## config.mk

```make
export PLATFORM = sky130hd
export DESIGN_NAME = io_top
export DESIGN_NICKNAME = d
export VERILOG_FILES = /design/src/mcu_pkg.sv /design/src/dbg_bus_decode.sv /design/src/io_top.sv /design/src/reg_bank.sv /design/src/uart_tx.sv
export VERILOG_INCLUDE_DIRS = /design/src
export SDC_FILE = /design/constraint.sdc
export NUM_CORES = 1
export LEC_CHECK = 0
export ABC_CLOCK_PERIOD_IN_PS = 5150
export CAP_MARGIN = 10
export CORE_UTILIZATION = 45
export CTS_BUF_LIST = sky130_fd_sc_hd__clkbuf_2
export DETAILED_ROUTE_END_ITERATION = 8
export DONT_BUFFER_PORTS = 1
export PLACE_DENSITY_LB_ADDON = 0.12
export SKIP_LAST_GASP = 1
export SYNTH_ARGS = -nofsm -noshare
export SYNTH_HDL_FRONTEND = slang
export SYNTH_SLANG_ARGS = --single-unit
```

## constraint.sdc

```tcl
create_clock -name sysclk -period 5.15 [get_ports sysclk]
set_input_delay 1.03 -clock sysclk [delete_from_list [all_inputs] [get_ports sysclk]]
set_output_delay 1.03 -clock sysclk [all_outputs]
set_load 0.01 [all_outputs]
```

## src/mcu_macros.svh

```systemverilog
`ifndef MCU_MACROS_SVH
`define MCU_MACROS_SVH

// general-purpose registers sit at indices 0 to 7
`define NUM_GP 8

// I/O registers follow the general-purpose block
`define REG_LED 8
`define REG_TX_DATA 9
`define REG_TX_CTRL 10

// total register count, anything at or above is ignored
`define NUM_REG 11

// register index width on the internal links
`define REG_ADDR_W 4

// sysclk cycles per serial bit, small value for simulation
`define CLKS_PER_BIT 16

`endif

```

## src/mcu_pkg.sv

```systemverilog
`include "mcu_macros.svh"

package mcu_pkg;

    // write request from the bus decode stage
    typedef struct packed {
        logic                   valid;
        logic [`REG_ADDR_W-1:0] idx;
        logic [15:0]            data;
    } reg_write_t;

    // read request from the bus decode stage
    // idx above the register count reads as zero
    typedef struct packed {
        logic                   valid;
        logic [`REG_ADDR_W-1:0] idx;
    } reg_read_t;

    // serial transmitter states, one per frame section
    typedef enum logic [1:0] {
        TX_IDLE,
        TX_START,
        TX_DATA,
        TX_STOP
    } tx_state_t;

endpackage

```

## src/dbg_bus_decode.sv

```systemverilog
`include "mcu_macros.svh"

module dbg_bus_decode
    import mcu_pkg::*;
(
    input  logic        sysclk,
    input  logic        rst,
    input  logic [15:0] dbg_av_address,
    input  logic        dbg_av_write,
    input  logic [15:0] dbg_av_writedata,
    input  logic        dbg_av_read,
    input  logic        tx_busy,
    output logic        dbg_av_waitrequest,
    output reg_write_t  wr,
    output reg_read_t   rd
);

    localparam logic [15:0] ADDR_LIMIT = `NUM_REG;
    localparam logic [15:0] ADDR_TX_DATA = `REG_TX_DATA;
    localparam logic [15:0] ADDR_TX_CTRL = `REG_TX_CTRL;
    localparam logic [`REG_ADDR_W-1:0] IDX_TX_CTRL = `REG_TX_CTRL;
    localparam logic [`REG_ADDR_W-1:0] IDX_LIMIT = `NUM_REG;

    logic in_range;
    logic tx_reg;
    logic start_in_wr;
    logic start_pend;
    logic tx_committed;
    logic wr_acc;
    logic rd_acc;

    // address decode on the full 16-bit address
    assign in_range = (dbg_av_address < ADDR_LIMIT);
    assign tx_reg = (dbg_av_address == ADDR_TX_DATA) || (dbg_av_address == ADDR_TX_CTRL);

    // a start already sitting on wr, pulses tx_start next cycle
    assign start_in_wr = wr.valid && (wr.idx == IDX_TX_CTRL) && wr.data[0];

    // transmitter is busy or about to be
    // covers the two cycles before tx_busy rises
    assign tx_committed = tx_busy || start_in_wr || start_pend;

    // stall only writes to the transmitter registers
    assign dbg_av_waitrequest = dbg_av_write && tx_reg && tx_committed;

    assign wr_acc = dbg_av_write && !dbg_av_waitrequest;
    assign rd_acc = dbg_av_read && !dbg_av_waitrequest;

    always_ff @(posedge sysclk) begin
        // payload fields, only meaningful with valid
        if (wr_acc) begin
            wr.idx  <= dbg_av_address[`REG_ADDR_W-1:0];
            wr.data <= dbg_av_writedata;
        end
        // out of range reads map to an index with no register
        if (rd_acc) begin
            rd.idx <= in_range ? dbg_av_address[`REG_ADDR_W-1:0] : '1;
        end

        if (rst) begin
            wr.valid   <= 1'b0;
            rd.valid   <= 1'b0;
            start_pend <= 1'b0;
        end else begin
            // out of range writes accepted but dropped here
            wr.valid   <= wr_acc && in_range;
            // every accepted read returns data
            rd.valid   <= rd_acc;
            start_pend <= start_in_wr;
        end
    end

    // no write reaches the register bank outside the register file
    a_wr_idx_range: assert property (
        @(posedge sysclk) disable iff (rst)
        wr.valid |-> (wr.idx < IDX_LIMIT)
    );

endmodule

```

## src/io_top.sv

```systemverilog
module io_top
    import mcu_pkg::*;
(
    input  logic        sysclk,
    input  logic        rst,
    // debug master port
    input  logic [15:0] dbg_av_address,
    input  logic        dbg_av_write,
    input  logic [15:0] dbg_av_writedata,
    input  logic        dbg_av_read,
    output logic        dbg_av_waitrequest,
    output logic [15:0] dbg_av_readdata,
    output logic        dbg_av_readdatavalid,
    // board outputs
    output logic [7:0]  led,
    output logic        serial_tx
);

    // decode to register bank
    reg_write_t wr;
    reg_read_t  rd;

    // register bank to transmitter and back
    logic       tx_start;
    logic [7:0] tx_byte;
    logic       tx_busy;

    dbg_bus_decode u_dbg_bus_decode (
        .sysclk             (sysclk),
        .rst                (rst),
        .dbg_av_address     (dbg_av_address),
        .dbg_av_write       (dbg_av_write),
        .dbg_av_writedata   (dbg_av_writedata),
        .dbg_av_read        (dbg_av_read),
        .tx_busy            (tx_busy),
        .dbg_av_waitrequest (dbg_av_waitrequest),
        .wr                 (wr),
        .rd                 (rd)
    );

    reg_bank u_reg_bank (
        .sysclk               (sysclk),
        .rst                  (rst),
        .wr                   (wr),
        .rd                   (rd),
        .tx_busy              (tx_busy),
        .led                  (led),
        .tx_byte              (tx_byte),
        .tx_start             (tx_start),
        .dbg_av_readdata      (dbg_av_readdata),
        .dbg_av_readdatavalid (dbg_av_readdatavalid)
    );

    // 8N1 transmitter on the sysclk domain
    uart_tx u_uart_tx (
        .sysclk    (sysclk),
        .rst       (rst),
        .tx_start  (tx_start),
        .tx_byte   (tx_byte),
        .serial_tx (serial_tx),
        .tx_busy   (tx_busy)
    );

endmodule

```

## src/reg_bank.sv

```systemverilog
`include "mcu_macros.svh"

module reg_bank
    import mcu_pkg::*;
(
    input  logic        sysclk,
    input  logic        rst,
    input  reg_write_t  wr,
    input  reg_read_t   rd,
    input  logic        tx_busy,
    output logic [7:0]  led,
    output logic [7:0]  tx_byte,
    output logic        tx_start,
    output logic [15:0] dbg_av_readdata,
    output logic        dbg_av_readdatavalid
);

    localparam logic [`REG_ADDR_W-1:0] IDX_TX_CTRL = `REG_TX_CTRL;
    localparam logic [`REG_ADDR_W-1:0] IDX_LIMIT = `NUM_REG;

    // general-purpose block then LED, tx data, tx control
    logic [15:0] regs [`NUM_REG];
    logic [15:0] rd_word;
    logic        wr_start;

    // bit 0 of the control register kicks the transmitter
    assign wr_start = wr.valid && (wr.idx == IDX_TX_CTRL) && wr.data[0];

    always_ff @(posedge sysclk) begin
        if (rst) begin
            for (int i = 0; i < `NUM_REG; i++) begin
                regs[i] <= '0;
            end
            tx_start <= 1'b0;
        end else begin
            if (wr.valid) begin
                regs[wr.idx] <= wr.data;
            end
            // pulse lines up with the register update
            tx_start <= wr_start;
        end
    end

    // I/O plumbing
    assign led = regs[`REG_LED][7:0];
    assign tx_byte = regs[`REG_TX_DATA][7:0];

    // read mux
    // control read shows busy in bit 1, start bit reads back zero
    always_comb begin
        rd_word = '0;
        if (rd.idx == IDX_TX_CTRL) begin
            rd_word = {regs[`REG_TX_CTRL][15:2], tx_busy, 1'b0};
        end else if (rd.idx < IDX_LIMIT) begin
            rd_word = regs[rd.idx];
        end
    end

    // read data two cycles after the bus accepted it
    always_ff @(posedge sysclk) begin
        if (rd.valid) begin
            dbg_av_readdata <= rd_word;
        end

        if (rst) begin
            dbg_av_readdatavalid <= 1'b0;
        end else begin
            dbg_av_readdatavalid <= rd.valid;
        end
    end

    // decode stalls must keep a second start away from a running frame
    a_no_start_when_busy: assert property (
        @(posedge sysclk) disable iff (rst)
        $rose(tx_start) |-> !tx_busy
    );

endmodule

```

## src/uart_tx.sv

```systemverilog
`include "mcu_macros.svh"

module uart_tx
    import mcu_pkg::*;
(
    input  logic       sysclk,
    input  logic       rst,
    input  logic       tx_start,
    input  logic [7:0] tx_byte,
    output logic       serial_tx,
    output logic       tx_busy
);

    // wide enough for any bit period
    localparam int CNT_W = $clog2(`CLKS_PER_BIT + 1);
    localparam logic [CNT_W-1:0] CNT_LAST = CNT_W'(`CLKS_PER_BIT - 1);

    tx_state_t        state;
    logic [CNT_W-1:0] bit_cnt;
    logic [2:0]       bit_idx;
    logic [7:0]       shreg;
    logic             bit_end;

    // last sysclk of the current serial bit
    assign bit_end = (bit_cnt == CNT_LAST);

    // busy covers start, data and stop bits
    assign tx_busy = (state != TX_IDLE);

    // byte latched at start, shifted out LSB first
    always_ff @(posedge sysclk) begin
        if (state == TX_IDLE && tx_start) begin
            shreg <= tx_byte;
        end else if (state == TX_DATA && bit_end) begin
            shreg <= shreg >> 1;
        end
    end

    always_ff @(posedge sysclk) begin
        if (rst) begin
            state     <= TX_IDLE;
            bit_cnt   <= '0;
            bit_idx   <= '0;
            serial_tx <= 1'b1;
        end else begin
            // bit period counter, parked at zero while idle
            if (state == TX_IDLE || bit_end) begin
                bit_cnt <= '0;
            end else begin
                bit_cnt <= bit_cnt + 1'b1;
            end

            case (state)
                TX_IDLE: begin
                    // line idles high
                    serial_tx <= 1'b1;
                    if (tx_start) begin
                        state     <= TX_START;
                        serial_tx <= 1'b0;
                    end
                end
                TX_START: begin
                    if (bit_end) begin
                        state     <= TX_DATA;
                        bit_idx   <= '0;
                        serial_tx <= shreg[0];
                    end
                end
                TX_DATA: begin
                    if (bit_end) begin
                        if (bit_idx == 3'd7) begin
                            // one stop bit
                            state     <= TX_STOP;
                            serial_tx <= 1'b1;
                        end else begin
                            bit_idx   <= bit_idx + 1'b1;
                            // next bit before the shift lands
                            serial_tx <= shreg[1];
                        end
                    end
                end
                TX_STOP: begin
                    if (bit_end) begin
                        state <= TX_IDLE;
                    end
                end
                default: begin
                    state     <= TX_IDLE;
                    serial_tx <= 1'b1;
                end
            endcase
        end
    end

    // idle line must never sit low between frames
    a_idle_high: assert property (
        @(posedge sysclk) disable iff (rst)
        (state == TX_IDLE) |-> serial_tx
    );

endmodule

```

==> results.json, run 1 <==
{
  "status": "finished, final reports clean",
  "dpl.hpwl_um": 22900,
  "seqPwrFrac": 0.610,
  "tightestPinTransition_ns": 1.01,
  "crit_type": "register to output pin",
  "power.density_mw_per_mm2": 337,
  "critPathLaunchType": "register",
  "avgSynthCellArea_um2": 15.3,
  "power.total_mw": 4.90,
  "p_comb_frac": 0.053,
  "end_kind": "output pin",
  "crit_required_ns": 4.12,
  "routed_wirelength_um": 34700,
  "clk_pin_slew_ns": 0.11,
  "cts_resized": 0,
  "io_pins": 63,
  "drt_iter0_drc": 823,
  "syn_area_mm2": 0.0136,
  "synth.distinct_cells": 58,
  "track_usage": 0.230,
  "overflow": 0,
  "dr_total_vias": 7970,
  "slew_violations": 0,
  "fp.dieW_um": 176,
  "synth_top_area_frac": 0.637,
  "fin_cells": 1389,
  "ys_async_sr_fraction": 0,
  "dr.pass1.iters": 5,
  "root_buffer": "clkbuf_2",
  "rsz0062_at_grt": "no",
  "syn_inst": 889,
  "synth_top_area_cell": "edfxtp_1",
  "place_congestion": 0.844,
  "power_frac_clock": 0.338,
  "die-area_mm2": 0.0309,
  "dp_cells": 1238,
  "clock_latency_ns": 0.89,
  "most-common-layout-cells": "edfxtp_1 (288), nor2_1 (167), clkbuf_2 (115)",
  "seqCellArea_mm2": 0.00936,
  "grt_pass1_wl_um": 51000,
  "cts_made_buffers": 83,
  "layout.nets": 978,
  "area_growth_pct": 7.07,
  "rows": 63,
  "switching_share": 0.258,
  "synth_flop_cell": "edfxtp_1",
  "drc": 0,
  "multi_input_area_mm2": 0.00378,
  "synth_edf_count": 288,
  "p_leak_nw": 5.12,
  "syn_nets": 934,
  "cp.arrival_ns": 2.54,
  "crit_fanout": 20,
  "clockBufferDepth": 3,
  "max_freq_ghz": 0.280,
  "synthTopCellsByArea": "edfxtp_1 (64%), mux4_2 (7.8%), dfxtp_1 (5.2%)",
  "final_common_cell": "edfxtp_1",
  "drive_gt1_frac": 0.235,
  "die_h_um": 176,
  "holdWs_ns": 0.212,
  "hold_buffers": 0,
  "p_sw_mw": 1.27,
  "antenna_found_initial": 5,
  "maxCapViolCount": 0,
  "seq_area_frac_synth": 0.688,
  "grt_pass1_vias": 8055,
  "cts_setup_buffers": 0,
  "portBuffers": 0,
  "htreeDepth": 3,
  "core_mm2": 0.0296,
  "start_util": 0.458,
  "clock_sinks": 323,
  "layout_min_cycle_time_ns": 3.57,
  "ir_drop_v": 0.000178,
  "n_fill_cell": 2642,
  "relSlewSlack": 0.321,
  "tns_ns": 0,
  "ys_warn_count": 0,
  "final-setup-viol-count": 0,
  "finalCoreUtilization": 0.491,
  "ys_seq_elements": 323,
  "wl_per_cell_um": 25.0,
  "post-route-period-util": 0.693,
  "grt_max_degree": 59,
  "cts_tree": "done",
  "clock_skew_ns": 0.0766,
  "hp-class": "primary input to register",
  "drt-vias-per-instance": 5.74,
  "p_int_mw": 3.63,
  "ant_nets": 0,
  "finalHoldViolCount": 0
}
## metrics by stage
step / setup WS [ns] / area, um2
after floorplan: 1.83 / 13600
after global placement: 1.99 / 13800
after detailed placement: 1.87 / 13800
after CTS: 1.53 / 14500
after global routing: 1.43 / 14500
final: 1.58 / 14500
## cells by family (layout without fill, tap and decap cells)
logic type | Yosys count | after routing | synth area share
xor+xnor | 2 | 2 | 0.00129
flops | 323 | 323 | 0.688
compound gates | 85 | 85 | 0.0456
mux | 105 | 105 | 0.125
buf+inv | 79 | 187 | 0.0347
simple gates | 286 | 286 | 0.0966
fa+ha+maj | 9 | 9 | 0.00829
other cells | 0 | 2 | 0
## layout make-up
cell class,count,area share
Tap cell,390,0.0335
Multi-Input combinational cell,487,0.260
Clock buffer,115,0.0396
Inverter,24,0.00619
Sequential cell,323,0.643
Antenna cell,2,0.000344
Clock inverter,34,0.0103
Timing Repair Buffer,14,0.00723
## path summary, 6_finish.rpt
path	startpoint	endpoint	slack [ns]	cells after the start
worst min-delay path	rst	u_uart_tx.bit_idx[0]	0.21	1
worst max register to register	u_dbg_bus_decode.wr[20]	u_reg_bank.regs[4][11]	2.43	6
worst min register to register	u_uart_tx.bit_cnt[0]	u_uart_tx.bit_cnt[0]	0.46	1
worst max-delay path	u_dbg_bus_decode.wr[17]	dbg_av_waitrequest	1.58	3
## critical path: stages, from the launching register on
cell      delay, ns
edfxtp_1       0.66
nor2b_4        0.50
a41o_1         0.27
and3_4         0.24
## sequential cells by signal, indices dropped and copies added, names as in the netlist, named ones only
signal,flops
u_dbg_bus_decode.rd,5
u_dbg_bus_decode.wr,21
u_reg_bank.dbg_av_readdata,16
u_reg_bank.dbg_av_readdatavalid,1
u_reg_bank.regs,256
u_reg_bank.tx_start,1
u_uart_tx.bit_cnt,5
u_uart_tx.bit_idx,3
u_uart_tx.serial_tx,1
u_uart_tx.shreg,8
u_uart_tx.state,2
## synth_stat cells (8+ instances only)
cell	instances
a21oi_1	14
a221oi_1	13
and3_1	19
buf_2	11
buf_4	17
buf_6	10
clkbuf_1	14
dfxtp_1	35
edfxtp_1	288
ha_1	9
inv_1	24
mux2_2	8
mux2i_1	46
mux4_2	47
nand2_1	46
nand2_2	11
nand3_1	9
nor2_1	167
o211ai_1	14
o21ai_0	8
o21ai_1	14
## routing by layer
| layer | track usage | share of wire | vias to the layer above |
|---|---|---|---|
| li1 | - | - | 3482 |
| met1 | 0.304 | 0.41 | 4050 |
| met2 | 0.373 | 0.49 | 386 |
| met3 | 0.0537 | 0.083 | 52 |
| met4 | 0.0783 | 0.020 | 0 |
| met5 | 0 | 0 | - |
## power by group through the flow
| stage | Clock (mW) | Sequential (mW) | Combinational, mW |
|---|---|---|---|
| floorplan | 0 | 3.00 | 0.218 |
| global placement | 0 | 3.04 | 0.254 |
| detailed placement | 0 | 3.05 | 0.260 |
| CTS | 1.70 | 2.99 | 0.261 |
| global route | 1.85 | 2.99 | 0.280 |
| finish | 1.65 | 2.99 | 0.259 |
No activity file was read; power rests on OpenSTA's default activity.
==> inputs of run 2 (changes only) <==
Settings changed: ABC_CLOCK_PERIOD_IN_PS 5150 to 3100.
Clock period 5.15 ns to 3.1 ns, I/O delays scaled along.
==> run 2 against run 1 <==
Against the previous run:
- worst setup slack worse by 1.5 ns
- sequential power is 65% higher
- largest cell class unchanged
- non-clock buffer count is 43 higher
==> results.json, run 2 (same netlist as run 1, synthesis figures left out) <==
{
  "status": "finished, final reports clean",
  "fp.dieW_um": 176,
  "drt_iter0_drc": 645,
  "top_register": "u_reg_bank.regs",
  "grt_pass1_wl_um": 49600,
  "critPathLaunchType": "register",
  "ir_drop_v": 0.000275,
  "start_util": 0.458,
  "cts_made_buffers": 84,
  "clk_pin_slew_ns": 0.09,
  "p_sw_mw": 2.07,
  "grt_pass1_vias": 8337,
  "p_int_mw": 6.50,
  "clock_sinks": 323,
  "end_kind": "output pin",
  "dr.pass1.iters": 5,
  "rsz0062_at_grt": "no",
  "max_stage_delay_ns": 0.65,
  "tns_ns": 0,
  "rows": 63,
  "tightestPinTransition_ns": 1.08,
  "clockBufferDepth": 3,
  "maxCapViolCount": 0,
  "path_buf_inv": 0,
  "drt-vias-per-instance": 5.54,
  "drc": 0,
  "die-area_mm2": 0.0309,
  "finalWorstSetupSlack_ns": 0.111,
  "core_mm2": 0.0296,
  "cts_tree": "done",
  "crit_type": "register to output pin",
  "reg.largest.list": "u_reg_bank.regs x256, u_dbg_bus_decode.wr x21, u_reg_bank.dbg_av_readdata x16",
  "drive_gt1_frac": 0.256,
  "die_h_um": 176,
  "final_common_cell": "edfxtp_1",
  "power.density_mw_per_mm2": 567,
  "clock_latency_ns": 0.87,
  "seqPwrFrac": 0.576,
  "crit_required_ns": 2.48,
  "timing.rr.start": "u_uart_tx.state[0]",
  "slew_violations": 0,
  "cp_cell_sequence": "nor2b_4, a41o_1, and3_4",
  "finalHoldViolCount": 0,
  "post-route-period-util": 0.964,
  "routed_wirelength_um": 33300,
  "min_from": "dbg_av_address[4]",
  "p_comb_frac": 0.059,
  "p_leak_nw": 5.42,
  "grt_max_degree": 37,
  "layout.nets": 1023,
  "dpl.hpwl_um": 20700,
  "power.total_mw": 8.57,
  "crit_fanout": 10,
  "htreeDepth": 3,
  "final-setup-viol-count": 0,
  "place_congestion": 0.788,
  "layout_min_cycle_time_ns": 2.99,
  "cts_resized": 0,
  "place_ws_ns": 0.571,
  "root_buffer": "clkbuf_2",
  "largest_reg_flops": 256,
  "startpoint": "u_dbg_bus_decode.wr[16]",
  "most-common-layout-cells": "edfxtp_1 (288), nor2_1 (167), clkbuf_2 (132)",
  "ant_nets": 0,
  "crit_family": "flip-flops",
  "relSlewSlack": 0.277,
  "dr_total_vias": 7945,
  "wl_per_cell_um": 23.2,
  "power_frac_clock": 0.366,
  "clock_skew_ns": 0.0759,
  "max_freq_ghz": 0.335,
  "track_usage": 0.221,
  "finalCoreUtilization": 0.510,
  "io_pins": 63,
  "switching_share": 0.241,
  "area_growth_pct": 11.2,
  "portBuffers": 0,
  "overflow": 0,
  "cp.arrival_ns": 2.37,
  "antenna_found_initial": 1,
  "cpMaxStageDelayCell": "edfxtp_1",
  "hp-class": "primary input to register"
}
==> run 2: cell types whose count changed in the layout (fill, tap and decap cells not counted), sizes merged <==
cell | previous run | this run
nor2b | 12 | 13
diode | 2 | 1
dlygate4sd3 | 0 | 24
clkinv | 29 | 13
buf | 14 | 33
clkinvlp | 3 | 0
bufinv | 0 | 4
clkbuf | 115 | 132
==> run 2: layout make-up <==
class,instances,area (um2)
fillers,2614,14500
flip-flops and latches,323,9360
multi-input cells,488,3790
clock buffers,132,661
repair buffers,57,538
well taps,390,488
clock inverters,19,181
inverters,24,90.1
diodes,1,2.50
==> run 2: path summary, 6_finish.rpt <==
path,slack [ns],to,cells past startpoint
max reg2reg,0.61,register,8
min,0.12,u_dbg_bus_decode.rd[3],4
min reg2reg,0.46,u_uart_tx.bit_cnt[0],1
max,0.11,dbg_av_waitrequest,3
==> run 2: per-stage QoR <==
stage	hold WS [ns]	instances	area, um2
global route	0.0945	1434	15100
CTS	0.0527	1433	15100
finish	0.124	1434	15100
global placement	0.426	1256	14000
detailed placement	0.446	1256	14000
floorplan	0.418	889	13600
==> run 2: power groups by stage <==
stage	combinational [mW]	clock (mW)	sequential [mW]
5_1_grt	0.538	3.41	4.95
3_3_place_gp	0.453	0	5.03
3_5_place_dp	0.465	0	5.04
4_1_cts	0.505	3.22	4.93
6_report	0.502	3.13	4.93
2_1_floorplan	0.363	0	4.98
==> run 2: tightest hold or removal path, cell delays in order <==
cell,delay (ns)
nor4_1,0.03
nand3_1,0.06
nor2_1,0.09
inv_1,0.07
==> run 2: what timing repair did <==
| action | in CTS | in global routing |
|---|---|---|
| setup buffers | 1 | 0 |
| hold buffers | 24 | 0 |
| hold endpoints to repair | 51 | 0 |
| endpoints found under the setup margin | 1 | 0 |
==> run 2: per-layer routing <==
| metal | wire (um) | track usage | up-vias |
|---|---|---|---|
| li1 | - | - | 3575 |
| met1 | 14100 | 0.287 | 4025 |
| met2 | 16300 | 0.367 | 296 |
| met3 | 2180 | 0.0465 | 49 |
| met4 | 652 | 0.0783 | 0 |
| met5 | 0 | 0 | - |
